**src/hw/main_bus_pkg.sv**
```systemverilog
// ##############################
// Main CPU bus definitions
//   Region indices and count
//   Reset base addresses, mapper page
//   Bus request, slave select and
//   region hit types
// ##############################

`default_nettype none

package main_bus_pkg;

    localparam int region_count = 6;

    // Region indices, CSS order of the mapper
    localparam int reg_mem = 0;
    localparam int reg_scr = 1;
    localparam int reg_pal = 2;
    localparam int reg_obj = 3;
    localparam int reg_io  = 4;
    localparam int reg_sub = 5;

    // Bases for addr[23:16], entry 0 is rightmost
    localparam logic [region_count-1:0][7:0] base_reset = {
        8'h08,  // sub
        8'hc4,  // io
        8'h44,  // obj
        8'h84,  // pal
        8'h40,  // scr
        8'h00   // mem
    };

    localparam logic [7:0] mapper_page = 8'hff;

    typedef struct packed {
        logic [23:1] addr;
        logic [15:0] wdata;
        logic [1:0]  dsn;      // Upper, lower strobe
        logic        rnw;
        logic        asn;
        logic        opcode;   // Instruction fetch
    } bus_req_t;

    typedef struct packed {
        logic rom;
        logic ram;
        logic vram;
        logic chr;
        logic pal;
        logic obj;
        logic io;
        logic sub;
        logic map;     // Mapper page or unmapped
    } slave_sel_t;

    typedef logic [region_count-1:0] region_hit_t;

endpackage

`default_nettype wire

```
**src/hw/bus_ctrl.sv**
```systemverilog
// ##############################
// Bus controller
//   Registered chip selects
//   DTACK generation per slave
//   Bus protocol assertions
// ##############################

`timescale 1ns/1ps
`default_nettype none

module bus_ctrl (
    input  wire                       clk,
    input  wire                       rst,
    input  main_bus_pkg::bus_req_t    req,
    input  main_bus_pkg::region_hit_t hit,
    input  wire                       map_hit,
    input  wire                       ram_ok,
    input  wire                       sub_ok,
    input  wire                       dec_ok,
    output main_bus_pkg::slave_sel_t  sel,
    output logic                      dtack_n
);

    main_bus_pkg::slave_sel_t next_sel;
    logic                     strobe;
    logic                     fixed_rdy;
    logic                     var_rdy;
    logic                     ready;

    assign strobe = ~&req.dsn;   // Any byte lane active

    always_comb begin
        next_sel      = '0;
        // Work RAM sits at the top of the mem region
        next_sel.rom  = hit[main_bus_pkg::reg_mem] && req.addr[18:17] != 2'b11;
        next_sel.ram  = hit[main_bus_pkg::reg_mem] && req.addr[18:17] == 2'b11 && strobe;
        next_sel.chr  = hit[main_bus_pkg::reg_scr] && req.addr[16];
        next_sel.vram = hit[main_bus_pkg::reg_scr] && !req.addr[16] && strobe;
        next_sel.pal  = hit[main_bus_pkg::reg_pal];
        next_sel.obj  = hit[main_bus_pkg::reg_obj];
        next_sel.io   = hit[main_bus_pkg::reg_io];
        next_sel.sub  = hit[main_bus_pkg::reg_sub];
        next_sel.map  = map_hit;
    end

    // Internal blocks answer in the select cycle
    assign fixed_rdy = sel.chr | sel.pal | sel.obj | sel.io | sel.map;

    assign var_rdy = (sel.rom & dec_ok)
                   | ((sel.ram | sel.vram) & ram_ok)
                   | (sel.sub & sub_ok);

    assign ready = fixed_rdy | var_rdy;

    always_ff @(posedge clk or posedge rst) begin
        if (rst) begin
            sel     <= '0;
            dtack_n <= 1'b1;
        end else if (req.asn) begin
            // Bus released
            sel     <= '0;
            dtack_n <= 1'b1;
        end else begin
            sel <= next_sel;
            if (ready) begin
                dtack_n <= 1'b0;   // Held until asn rises
            end
        end
    end

    a_sel_onehot: assert property (@(posedge clk) disable iff (rst)
        $onehot0(sel))
        else $error("more than one chip select active: %b", sel);

    // Master holds the strobe until it has seen the acknowledge
    a_asn_release: assert property (@(posedge clk) disable iff (rst)
        $rose(req.asn) |-> $past(!dtack_n))
        else $error("address strobe released before dtack_n went low");

endmodule

`default_nettype wire

```
**src/hw/bus_data_return.sv**
```systemverilog
// ##############################
// Read data return
//   Registered source selection
// ##############################

`timescale 1ns/1ps
`default_nettype none

module bus_data_return (
    input  wire                      clk,
    input  wire                      rst,
    input  main_bus_pkg::slave_sel_t sel,
    input  wire [15:0]               ram_data,
    input  wire [15:0]               dec_data,
    input  wire [15:0]               chr_data,
    input  wire [15:0]               pal_data,
    input  wire [15:0]               obj_data,
    input  wire [15:0]               sub_data,
    input  wire [15:0]               map_rdata,
    input  wire [7:0]                io_rdata,
    output logic [15:0]              rdata
);

    always_ff @(posedge clk or posedge rst) begin
        if (rst) begin
            rdata <= 16'hffff;
        end else if (sel.ram || sel.vram) begin
            rdata <= ram_data;   // Shared SDRAM port
        end else if (sel.rom) begin
            rdata <= dec_data;
        end else if (sel.chr) begin
            rdata <= chr_data;
        end else if (sel.pal) begin
            rdata <= pal_data;
        end else if (sel.obj) begin
            rdata <= obj_data;
        end else if (sel.sub) begin
            rdata <= sub_data;
        end else if (sel.io) begin
            rdata <= {8'hff, io_rdata};   // Byte wide peripheral
        end else if (sel.map) begin
            rdata <= map_rdata;
        end else begin
            rdata <= 16'hffff;
        end
    end

endmodule

`default_nettype wire

```
**src/hw/cab_io.sv**
```systemverilog
// ##############################
// Cabinet I/O
//   Parallel port output latch
//   Input read multiplexer
//   Video and sound control bits
// ##############################

`timescale 1ns/1ps
`default_nettype none

module cab_io (
    input  wire                    clk,
    input  wire                    rst,
    input  wire                    io_sel,
    input  main_bus_pkg::bus_req_t req,
    input  wire [7:0]              joystick1,
    input  wire [1:0]              start_button,
    input  wire [1:0]              coin_input,
    input  wire                    service,
    input  wire                    dip_test,
    input  wire [7:0]              dipsw_a,
    input  wire [7:0]              dipsw_b,
    input  wire [7:0]              wheel,
    input  wire [7:0]              gas,
    input  wire [7:0]              brake,
    output logic [7:0]             io_rdata,
    output logic                   video_en,
    output logic [1:0]             obj_cfg,
    output logic                   snd_rstb
);

    logic [7:0] port_latch;
    logic [2:0] adc_ch;

    always_ff @(posedge clk or posedge rst) begin
        if (rst) begin
            port_latch <= 8'h00;
        end else if (io_sel && !req.rnw && req.addr[6:4] == 3'd0 && !req.dsn[0]) begin
            port_latch <= req.wdata[7:0];
        end
    end

    assign adc_ch = port_latch[4:2];

    always_comb begin
        io_rdata = 8'hff;
        case (req.addr[6:4])
            3'd0: io_rdata = port_latch;
            3'd1: begin
                case (req.addr[2:1])
                    2'd0: io_rdata = {coin_input, 1'b0, joystick1[4], start_button[0],
                                      service, dip_test, 1'b1};
                    2'd1: io_rdata = 8'hff;
                    2'd2: io_rdata = dipsw_a;
                    default: io_rdata = dipsw_b;
                endcase
            end
            3'd3: begin
                case (adc_ch)
                    3'd0: io_rdata = wheel;
                    3'd1: io_rdata = gas + 8'h80;   // Pedals centred at 80
                    3'd2: io_rdata = brake + 8'h80;
                    default: io_rdata = 8'hff;
                endcase
            end
            default: io_rdata = 8'hff;
        endcase
    end

    assign obj_cfg  = port_latch[7:6];
    assign video_en = port_latch[5];
    assign snd_rstb = port_latch[0];   // Sound CPU held in reset until set

endmodule

`default_nettype wire

```
**src/hw/main_bus_top.sv**
```systemverilog
// ##############################
// Main CPU bus section top
//   Mapper, bus controller,
//   decryptor, cabinet I/O and
//   read data return
// ##############################

`timescale 1ns/1ps
`default_nettype none

module main_bus_top (
    input  wire                    clk,
    input  wire                    rst,
    input  main_bus_pkg::bus_req_t req,
    output logic                   dtack_n,
    output logic [15:0]            rdata,

    // Chip selects
    output logic                   rom_cs,
    output logic                   ram_cs,
    output logic                   vram_cs,
    output logic                   chr_cs,
    output logic                   pal_cs,
    output logic                   obj_cs,
    output logic                   sub_cs,
    output logic [19:1]            addr_out,

    // Slave returns
    input  wire [15:0]             rom_data,
    input  wire                    rom_ok,
    input  wire [15:0]             ram_data,   // RAM or VRAM
    input  wire                    ram_ok,
    input  wire [15:0]             chr_data,
    input  wire [15:0]             pal_data,
    input  wire [15:0]             obj_data,
    input  wire [15:0]             sub_data,
    input  wire                    sub_ok,

    // Decryptor key load
    input  wire                    prog_we,
    input  wire [3:0]              prog_addr,
    input  wire [15:0]             prog_data,
    input  wire                    dec_en,

    // Cabinet
    input  wire [7:0]              joystick1,
    input  wire [1:0]              start_button,
    input  wire [1:0]              coin_input,
    input  wire                    service,
    input  wire                    dip_test,
    input  wire [7:0]              dipsw_a,
    input  wire [7:0]              dipsw_b,
    input  wire [7:0]              wheel,
    input  wire [7:0]              gas,
    input  wire [7:0]              brake,
    output logic                   video_en,
    output logic [1:0]             obj_cfg,
    output logic                   snd_rstb
);

    main_bus_pkg::region_hit_t hit;
    main_bus_pkg::slave_sel_t  sel;
    logic                      map_hit;
    logic [15:0]               map_rdata;
    logic [15:0]               dec_data;
    logic                      dec_ok;
    logic [7:0]                io_rdata;

    assign rom_cs   = sel.rom;
    assign ram_cs   = sel.ram;
    assign vram_cs  = sel.vram;
    assign chr_cs   = sel.chr;
    assign pal_cs   = sel.pal;
    assign obj_cs   = sel.obj;
    assign sub_cs   = sel.sub;
    assign addr_out = req.addr[19:1];

    region_mapper region_mapper_i (
        .clk(clk), .rst(rst), .req(req),
        .hit(hit), .map_hit(map_hit), .map_rdata(map_rdata)
    );

    bus_ctrl bus_ctrl_i (
        .clk(clk), .rst(rst), .req(req), .hit(hit), .map_hit(map_hit),
        .ram_ok(ram_ok), .sub_ok(sub_ok), .dec_ok(dec_ok),
        .sel(sel), .dtack_n(dtack_n)
    );

    rom_decrypt rom_decrypt_i (
        .clk(clk), .rst(rst), .prog_we(prog_we), .prog_addr(prog_addr),
        .prog_data(prog_data), .dec_en(dec_en), .req(req),
        .rom_data(rom_data), .rom_ok(rom_ok), .dec_data(dec_data), .dec_ok(dec_ok)
    );

    cab_io cab_io_i (
        .clk(clk), .rst(rst), .io_sel(sel.io), .req(req),
        .joystick1(joystick1), .start_button(start_button), .coin_input(coin_input),
        .service(service), .dip_test(dip_test), .dipsw_a(dipsw_a), .dipsw_b(dipsw_b),
        .wheel(wheel), .gas(gas), .brake(brake), .io_rdata(io_rdata),
        .video_en(video_en), .obj_cfg(obj_cfg), .snd_rstb(snd_rstb)
    );

    bus_data_return bus_data_return_i (
        .clk(clk), .rst(rst), .sel(sel),
        .ram_data(ram_data), .dec_data(dec_data), .chr_data(chr_data),
        .pal_data(pal_data), .obj_data(obj_data), .sub_data(sub_data),
        .map_rdata(map_rdata), .io_rdata(io_rdata), .rdata(rdata)
    );

endmodule

`default_nettype wire

```
**src/hw/region_mapper.sv**
```systemverilog
// ##############################
// Region mapper
//   Six programmable base registers
//   One-hot region hit decode
//   Base register readback
// ##############################

`timescale 1ns/1ps
`default_nettype none

module region_mapper (
    input  wire                       clk,
    input  wire                       rst,
    input  main_bus_pkg::bus_req_t    req,
    output main_bus_pkg::region_hit_t hit,
    output logic                      map_hit,
    output logic [15:0]               map_rdata
);

    logic [7:0] base [main_bus_pkg::region_count];
    logic [7:0] page;
    logic [2:0] reg_idx;
    logic       idx_valid;
    logic       map_page;
    logic       map_wr;

    assign page      = req.addr[23:16];
    assign reg_idx   = req.addr[3:1];
    assign idx_valid = reg_idx < main_bus_pkg::region_count;
    assign map_page  = page == main_bus_pkg::mapper_page;

    // Only the low byte lane carries the base
    assign map_wr = !req.asn && !req.rnw && map_page && !req.dsn[0];

    always_ff @(posedge clk or posedge rst) begin
        if (rst) begin
            for (int i = 0; i < main_bus_pkg::region_count; i++) begin
                base[i] <= main_bus_pkg::base_reset[i];
            end
        end else if (map_wr && idx_valid) begin
            base[reg_idx] <= req.wdata[7:0];
        end
    end

    // Descending scan so the lowest index wins
    always_comb begin
        hit     = '0;
        map_hit = 1'b1;
        if (!map_page) begin
            for (int i = main_bus_pkg::region_count - 1; i >= 0; i--) begin
                if (base[i] == page) begin
                    hit     = '0;
                    hit[i]  = 1'b1;
                    map_hit = 1'b0;
                end
            end
        end
    end

    // Unmapped space reads as open bus
    always_comb begin
        map_rdata = 16'hffff;
        if (map_page && idx_valid) begin
            map_rdata = {8'hff, base[reg_idx]};
        end
    end

    // Decode must not move under an access in flight
    a_hit_stable: assert property (@(posedge clk) disable iff (rst)
        !req.asn && !$past(req.asn) |-> $stable(hit))
        else $error("region hit changed during an access: %b", hit);

endmodule

`default_nettype wire

```
**src/hw/rom_decrypt.sv**
```systemverilog
// ##############################
// Program ROM opcode decryptor
//   Sixteen-entry key table
//   XOR on opcode fetches
//   ok delayed by one cycle
// ##############################

`timescale 1ns/1ps
`default_nettype none

module rom_decrypt (
    input  wire                    clk,
    input  wire                    rst,
    input  wire                    prog_we,
    input  wire [3:0]              prog_addr,
    input  wire [15:0]             prog_data,
    input  wire                    dec_en,
    input  main_bus_pkg::bus_req_t req,
    input  wire [15:0]             rom_data,
    input  wire                    rom_ok,
    output logic [15:0]            dec_data,
    output logic                   dec_ok
);

    logic [15:0] key_table [16];
    logic [3:0]  key_idx;
    logic [15:0] key;
    logic        op_fetch;
    logic        ok_dly;

    // Key picked by the word address inside a 16-word block
    assign key_idx  = req.addr[4:1];
    assign key      = key_table[key_idx];
    assign op_fetch = dec_en && req.opcode;

    always_ff @(posedge clk) begin
        if (prog_we) begin
            key_table[prog_addr] <= prog_data;
        end
    end

    // Data reads and disabled decoding pass straight through
    always_ff @(posedge clk) begin
        if (op_fetch) begin
            dec_data <= rom_data ^ key;
        end else begin
            dec_data <= rom_data;
        end
    end

    always_ff @(posedge clk or posedge rst) begin
        if (rst) begin
            ok_dly <= 1'b0;
        end else begin
            ok_dly <= rom_ok;
        end
    end

    // Drops together with rom_ok, no stale ok
    assign dec_ok = ok_dly & rom_ok;

endmodule

`default_nettype wire

```
**config.mk**
```make
export PLATFORM = sky130hd
export DESIGN_NAME = main_bus_top
export DESIGN_NICKNAME = d
export VERILOG_FILES = /design/src/hw/main_bus_pkg.sv /design/src/hw/bus_ctrl.sv /design/src/hw/bus_data_return.sv /design/src/hw/cab_io.sv /design/src/hw/main_bus_top.sv /design/src/hw/region_mapper.sv /design/src/hw/rom_decrypt.sv
export SDC_FILE = /design/constraint.sdc
export NUM_CORES = 1
export LEC_CHECK = 0
export ABC_AREA = 1
export BUFFER_PORTS_ARGS = -buffer_cell sky130_fd_sc_hd__buf_2
export CAP_MARGIN = 10
export CORE_ASPECT_RATIO = 1.75
export CORE_UTILIZATION = 57
export DETAILED_ROUTE_END_ITERATION = 8
export PLACE_DENSITY = 0.79
export SYNTH_ARGS = -nofsm -noshare
export SYNTH_HDL_FRONTEND = slang
export SYNTH_SLANG_ARGS = --single-unit
```
**constraint.sdc**
```tcl
create_clock -name clk -period 4.85 [get_ports clk]
set_clock_uncertainty 0.1 [all_clocks]
set_input_delay 0.7275 -clock clk [delete_from_list [all_inputs] [get_ports clk]]
set_output_delay 0.7275 -clock clk [all_outputs]
set_load 0.005 [all_outputs]
```
==> run_results.csv <==
group,metric,value,unit
worst_setup_path,path_cells,"inv_1 > nand2_1 > nor2_1 > nand2_1 > nand3_1 > nand2_1 > nand2_1 > nand2_1 > nand2_1 > nand2_1 > nand2_1 > nand2_1 > nand2_1 > nand2_1 > nand2_1",
worst_setup_path,required,5260,ps
sta,layout_setup_ws,1570,ps
die,pin_count,268,
die,core_area,0.0279,mm2
logic_synthesis,synthArstFlopShare,23.4,%
worst_setup_path,critPathBufInv,1,
cells_and_area,layout_commonest_cell,"nand2_1",
cells_and_area,fillers,2110,
placed_design,gp_congestion,1.05,
flow_run,cap_violations,0,
worst_setup_path,r2r-end,"bus_data_return_i.rdata[5]",
worst_setup_path,path_class,"reg -> reg",
worst_setup_path,r2r_slack,1570,ps
die,die_h,224,um
worst_hold_path,hold_path.class,"in -> reg",
worst_hold_path,holdPathEnd,"rom_decrypt_i.ok_dly",
placed_design,place_area,0.0175,mm2
clock_tree,cts-resized-gates,0,
logic_synthesis,yosysSeqAreaShare,62.9,%
cells_and_area,syn_to_final_growth,15.6,%
worst_hold_path,hp-start,"rom_ok",
sta,hold_viol,0,
route,drt-initial-drc-count,1142,
cells_and_area,final_cell_mix,"609 x nand2_1, 256 x edfxtp_1, 234 x buf_2",
clock_tree,clockBufferDepth,3,
placed_design,placedCellCount,2172,
power_and_ir_drop,peakVddDrop,274,uV
sta,setup_violations,0,
sta,slew_violations,0,
logic_synthesis,yosys.area.top_type_share,47.8,%
cells_and_area,instances_no_fill,2229,
worst_setup_path,rr_startpoint,"cab_io_i.port_latch[4]",
route,drt-total-wl,47500,um
sta,fin_setup_tns,0,ps
placed_design,buffer_ports.inserted,233,
clock_tree,cts.sinks,355,
worst_setup_path,cp.arrival,3700,ps
placed_design,dpl.hpwl,30000,um
logic_synthesis,synth.cell_area,0.0161,mm2
worst_setup_path,startpoint_type,"flip-flop",
sta,worst_pin_slew,957,ps
route,ant_nets,0,
placed_design,dp_slack,1450,ps
clock_tree,cts_tree,"yes",
clock_tree,cts_buffers,30,
logic_synthesis,synthCells,1634,
route,dr.pass1.iters,6,
logic_synthesis,synthTopCellsByArea,"edfxtp_1 48%, nand2_1 14%, dfrtp_1 8.9%",
run_status,outcome,"completed",
worst_hold_path,min_path_cells,1,
cells_and_area,finish.instance_area,0.0186,mm2
power_and_ir_drop,p_leak,7.49,nW
die,dieArea,0.0289,mm2
logic_synthesis,synthFlopType,"edfxtp_1",
worst_setup_path,slowest_delay,850,ps
global_route,track_usage,33.6,%
global_route,grt_pass1_wl,69700,um
cells_and_area,drive_gt1_share,19.2,%
worst_setup_path,cp_slowest_cell,"nor2_1",
clock_tree,htreeDepth,1,
worst_setup_path,r2r_cells,15,
cells_and_area,nNetsFinal,2053,
logic_synthesis,yosys_register_bits,355,
clock_tree,clockRootBuffer,"clkbuf_16",
route,remaining_drc_errors,0,
clock_tree,cts_hold_buffers,0,
sta,finalCriticalPeriod,3280,ps
die,dieWidth,129,um
sta,min_period_over_period,67.7,%
worst_setup_path,crit_fanout,9,
route,vias,13000,
sta,rsz0062_at_grt,"no",
global_route,grt-ovfl-total,0,
clock_tree,cts_setup_buffers,0,
clock_tree,clock_latency,570,ps
sta,maxClockFrequency,305,MHz
route,wire_per_inst,21.3,um
logic_synthesis,yosysUniqueCellTypes,37,
worst_setup_path,crit_path_end_kind,"flip-flop",
power_and_ir_drop,powerDensity,345,mW/mm2
worst_setup_path,path_common_cell,"nand2_1",
die,std_cell_rows,81,
logic_synthesis,synth_area_per_cell,9.84,um2
sta,slew_headroom,36.0,%
clock_tree,clk_pin_slew_worst_paths,70,ps
die,start_util,57.7,%
logic_synthesis,synth_fp_nets,1855,
route,via_per_inst,5.83,
logic_synthesis,yosysWarnings,0,
global_route,antenna_found_initial,4,
global_route,grt_pass1_vias,12300,
cells_and_area,final_util,66.7,%
logic_synthesis,synth_edf_count,256,
logic_synthesis,yosysTopAreaCell,"edfxtp_1",
global_route,grt_max_degree,50,
worst_setup_path,critical_path.top_delay_family,"simple AND/OR/NAND/NOR gates",
## power breakdown
group	switching (mW)	internal (mW)	total [mW]
logic	0.320	0.152	0.472
registers	0.0165	3.32	3.34
clock network	1.06	1.54	2.60
total	1.40	5.01	6.41
## stage by stage
stage,hold slack (ps),total power [mW]
after detailed placement,370,3.86
after floorplan,343,3.64
after global placement,363,3.84
final,191,6.41
after CTS,171,6.42
after global routing,174,6.58
## cells in the mapped netlist, types with 3 or more instances
cell	instances
nor4_1	6
buf_1	10
buf_2	30
nand3b_1	8
or2_2	11
a221oi_1	8
buf_4	24
dfstp_2	26
nand3_1	50
nand2_1	609
o21ai_0	106
a21oi_1	37
dfxtp_1	16
nand4_1	59
nor2_1	96
o211ai_1	21
xnor2_1	28
a22oi_1	26
inv_1	60
nor3_1	7
o2111ai_1	5
xor2_1	20
edfxtp_1	256
a41oi_1	3
clkinv_1	4
clkbuf_1	38
dfrtp_1	57
## layer usage
layer,share of wire [%],track usage [%],up-vias
li1,-,-,5946
met2,48,55.0,738
met1,33,35.2,6085
met3,9.9,9.70,227
met5,0.072,0,-
met4,9.0,28.4,6
## cells by family (layout without fill, tap and decap cells)
logic type	after synthesis	count (layout)	synth area share [%]
and+or+nand+nor	848	848	21.7
DFF	355	355	62.9
xor gates and xnor gates	48	48	2.62
AOI/OAI and AO/OA	217	217	8.04
buffers and inverters	166	387	4.67
other	0	1	0
## worst max-delay path by stage
stage               slack (ps)                    from                         end  cells past startpoint
global placement          1450                 req[22]   rom_decrypt_i.dec_data[8]                     10
detailed placement        1450                 req[22]   rom_decrypt_i.dec_data[8]                     10
global route              1440  cab_io_i.port_latch[4]  bus_data_return_i.rdata[5]                     15
CTS                       2030                 req[22]   rom_decrypt_i.dec_data[8]                     10
finish                    1570  cab_io_i.port_latch[4]  bus_data_return_i.rdata[5]                     15
floorplan                 1930                     rst           bus_ctrl_i.sel[0]                      1
## worst reg2reg max path, stage by stage, from the launching register on
cell	delay, ps
dfrtp_1	400
inv_1	90
nand2_1	320
nor2_1	850
nand2_1	520
nand3_1	230
nand2_1	70
nand2_1	70
nand2_1	80
nand2_1	70
nand2_1	60
nand2_1	50
nand2_1	60
nand2_1	60
nand2_1	110
nand2_1	80
## state kept, by name (all words and copies together), names as in the netlist
register,cells
bus_ctrl_i.dtack_n,1
bus_ctrl_i.sel,9
rom_decrypt_i.dec_data,16
bus_data_return_i.rdata,16
rom_decrypt_i.ok_dly,1
region_mapper_i.base,48
rom_decrypt_i.key_table,256
cab_io_i.port_latch,8
## cell type report
class,instances,area [um2],area share (%)
antenna,1,2.50,0.0135
clock inverter,19,279,1.50
inverter,64,241,1.30
multi-input combinational,1113,5230,28.1
sequential,355,10100,54.5
timing repair buffer,268,1450,7.81
clock buffer,36,795,4.28
tap,373,467,2.51
Note: power is estimated with default switching activity, not from simulation.
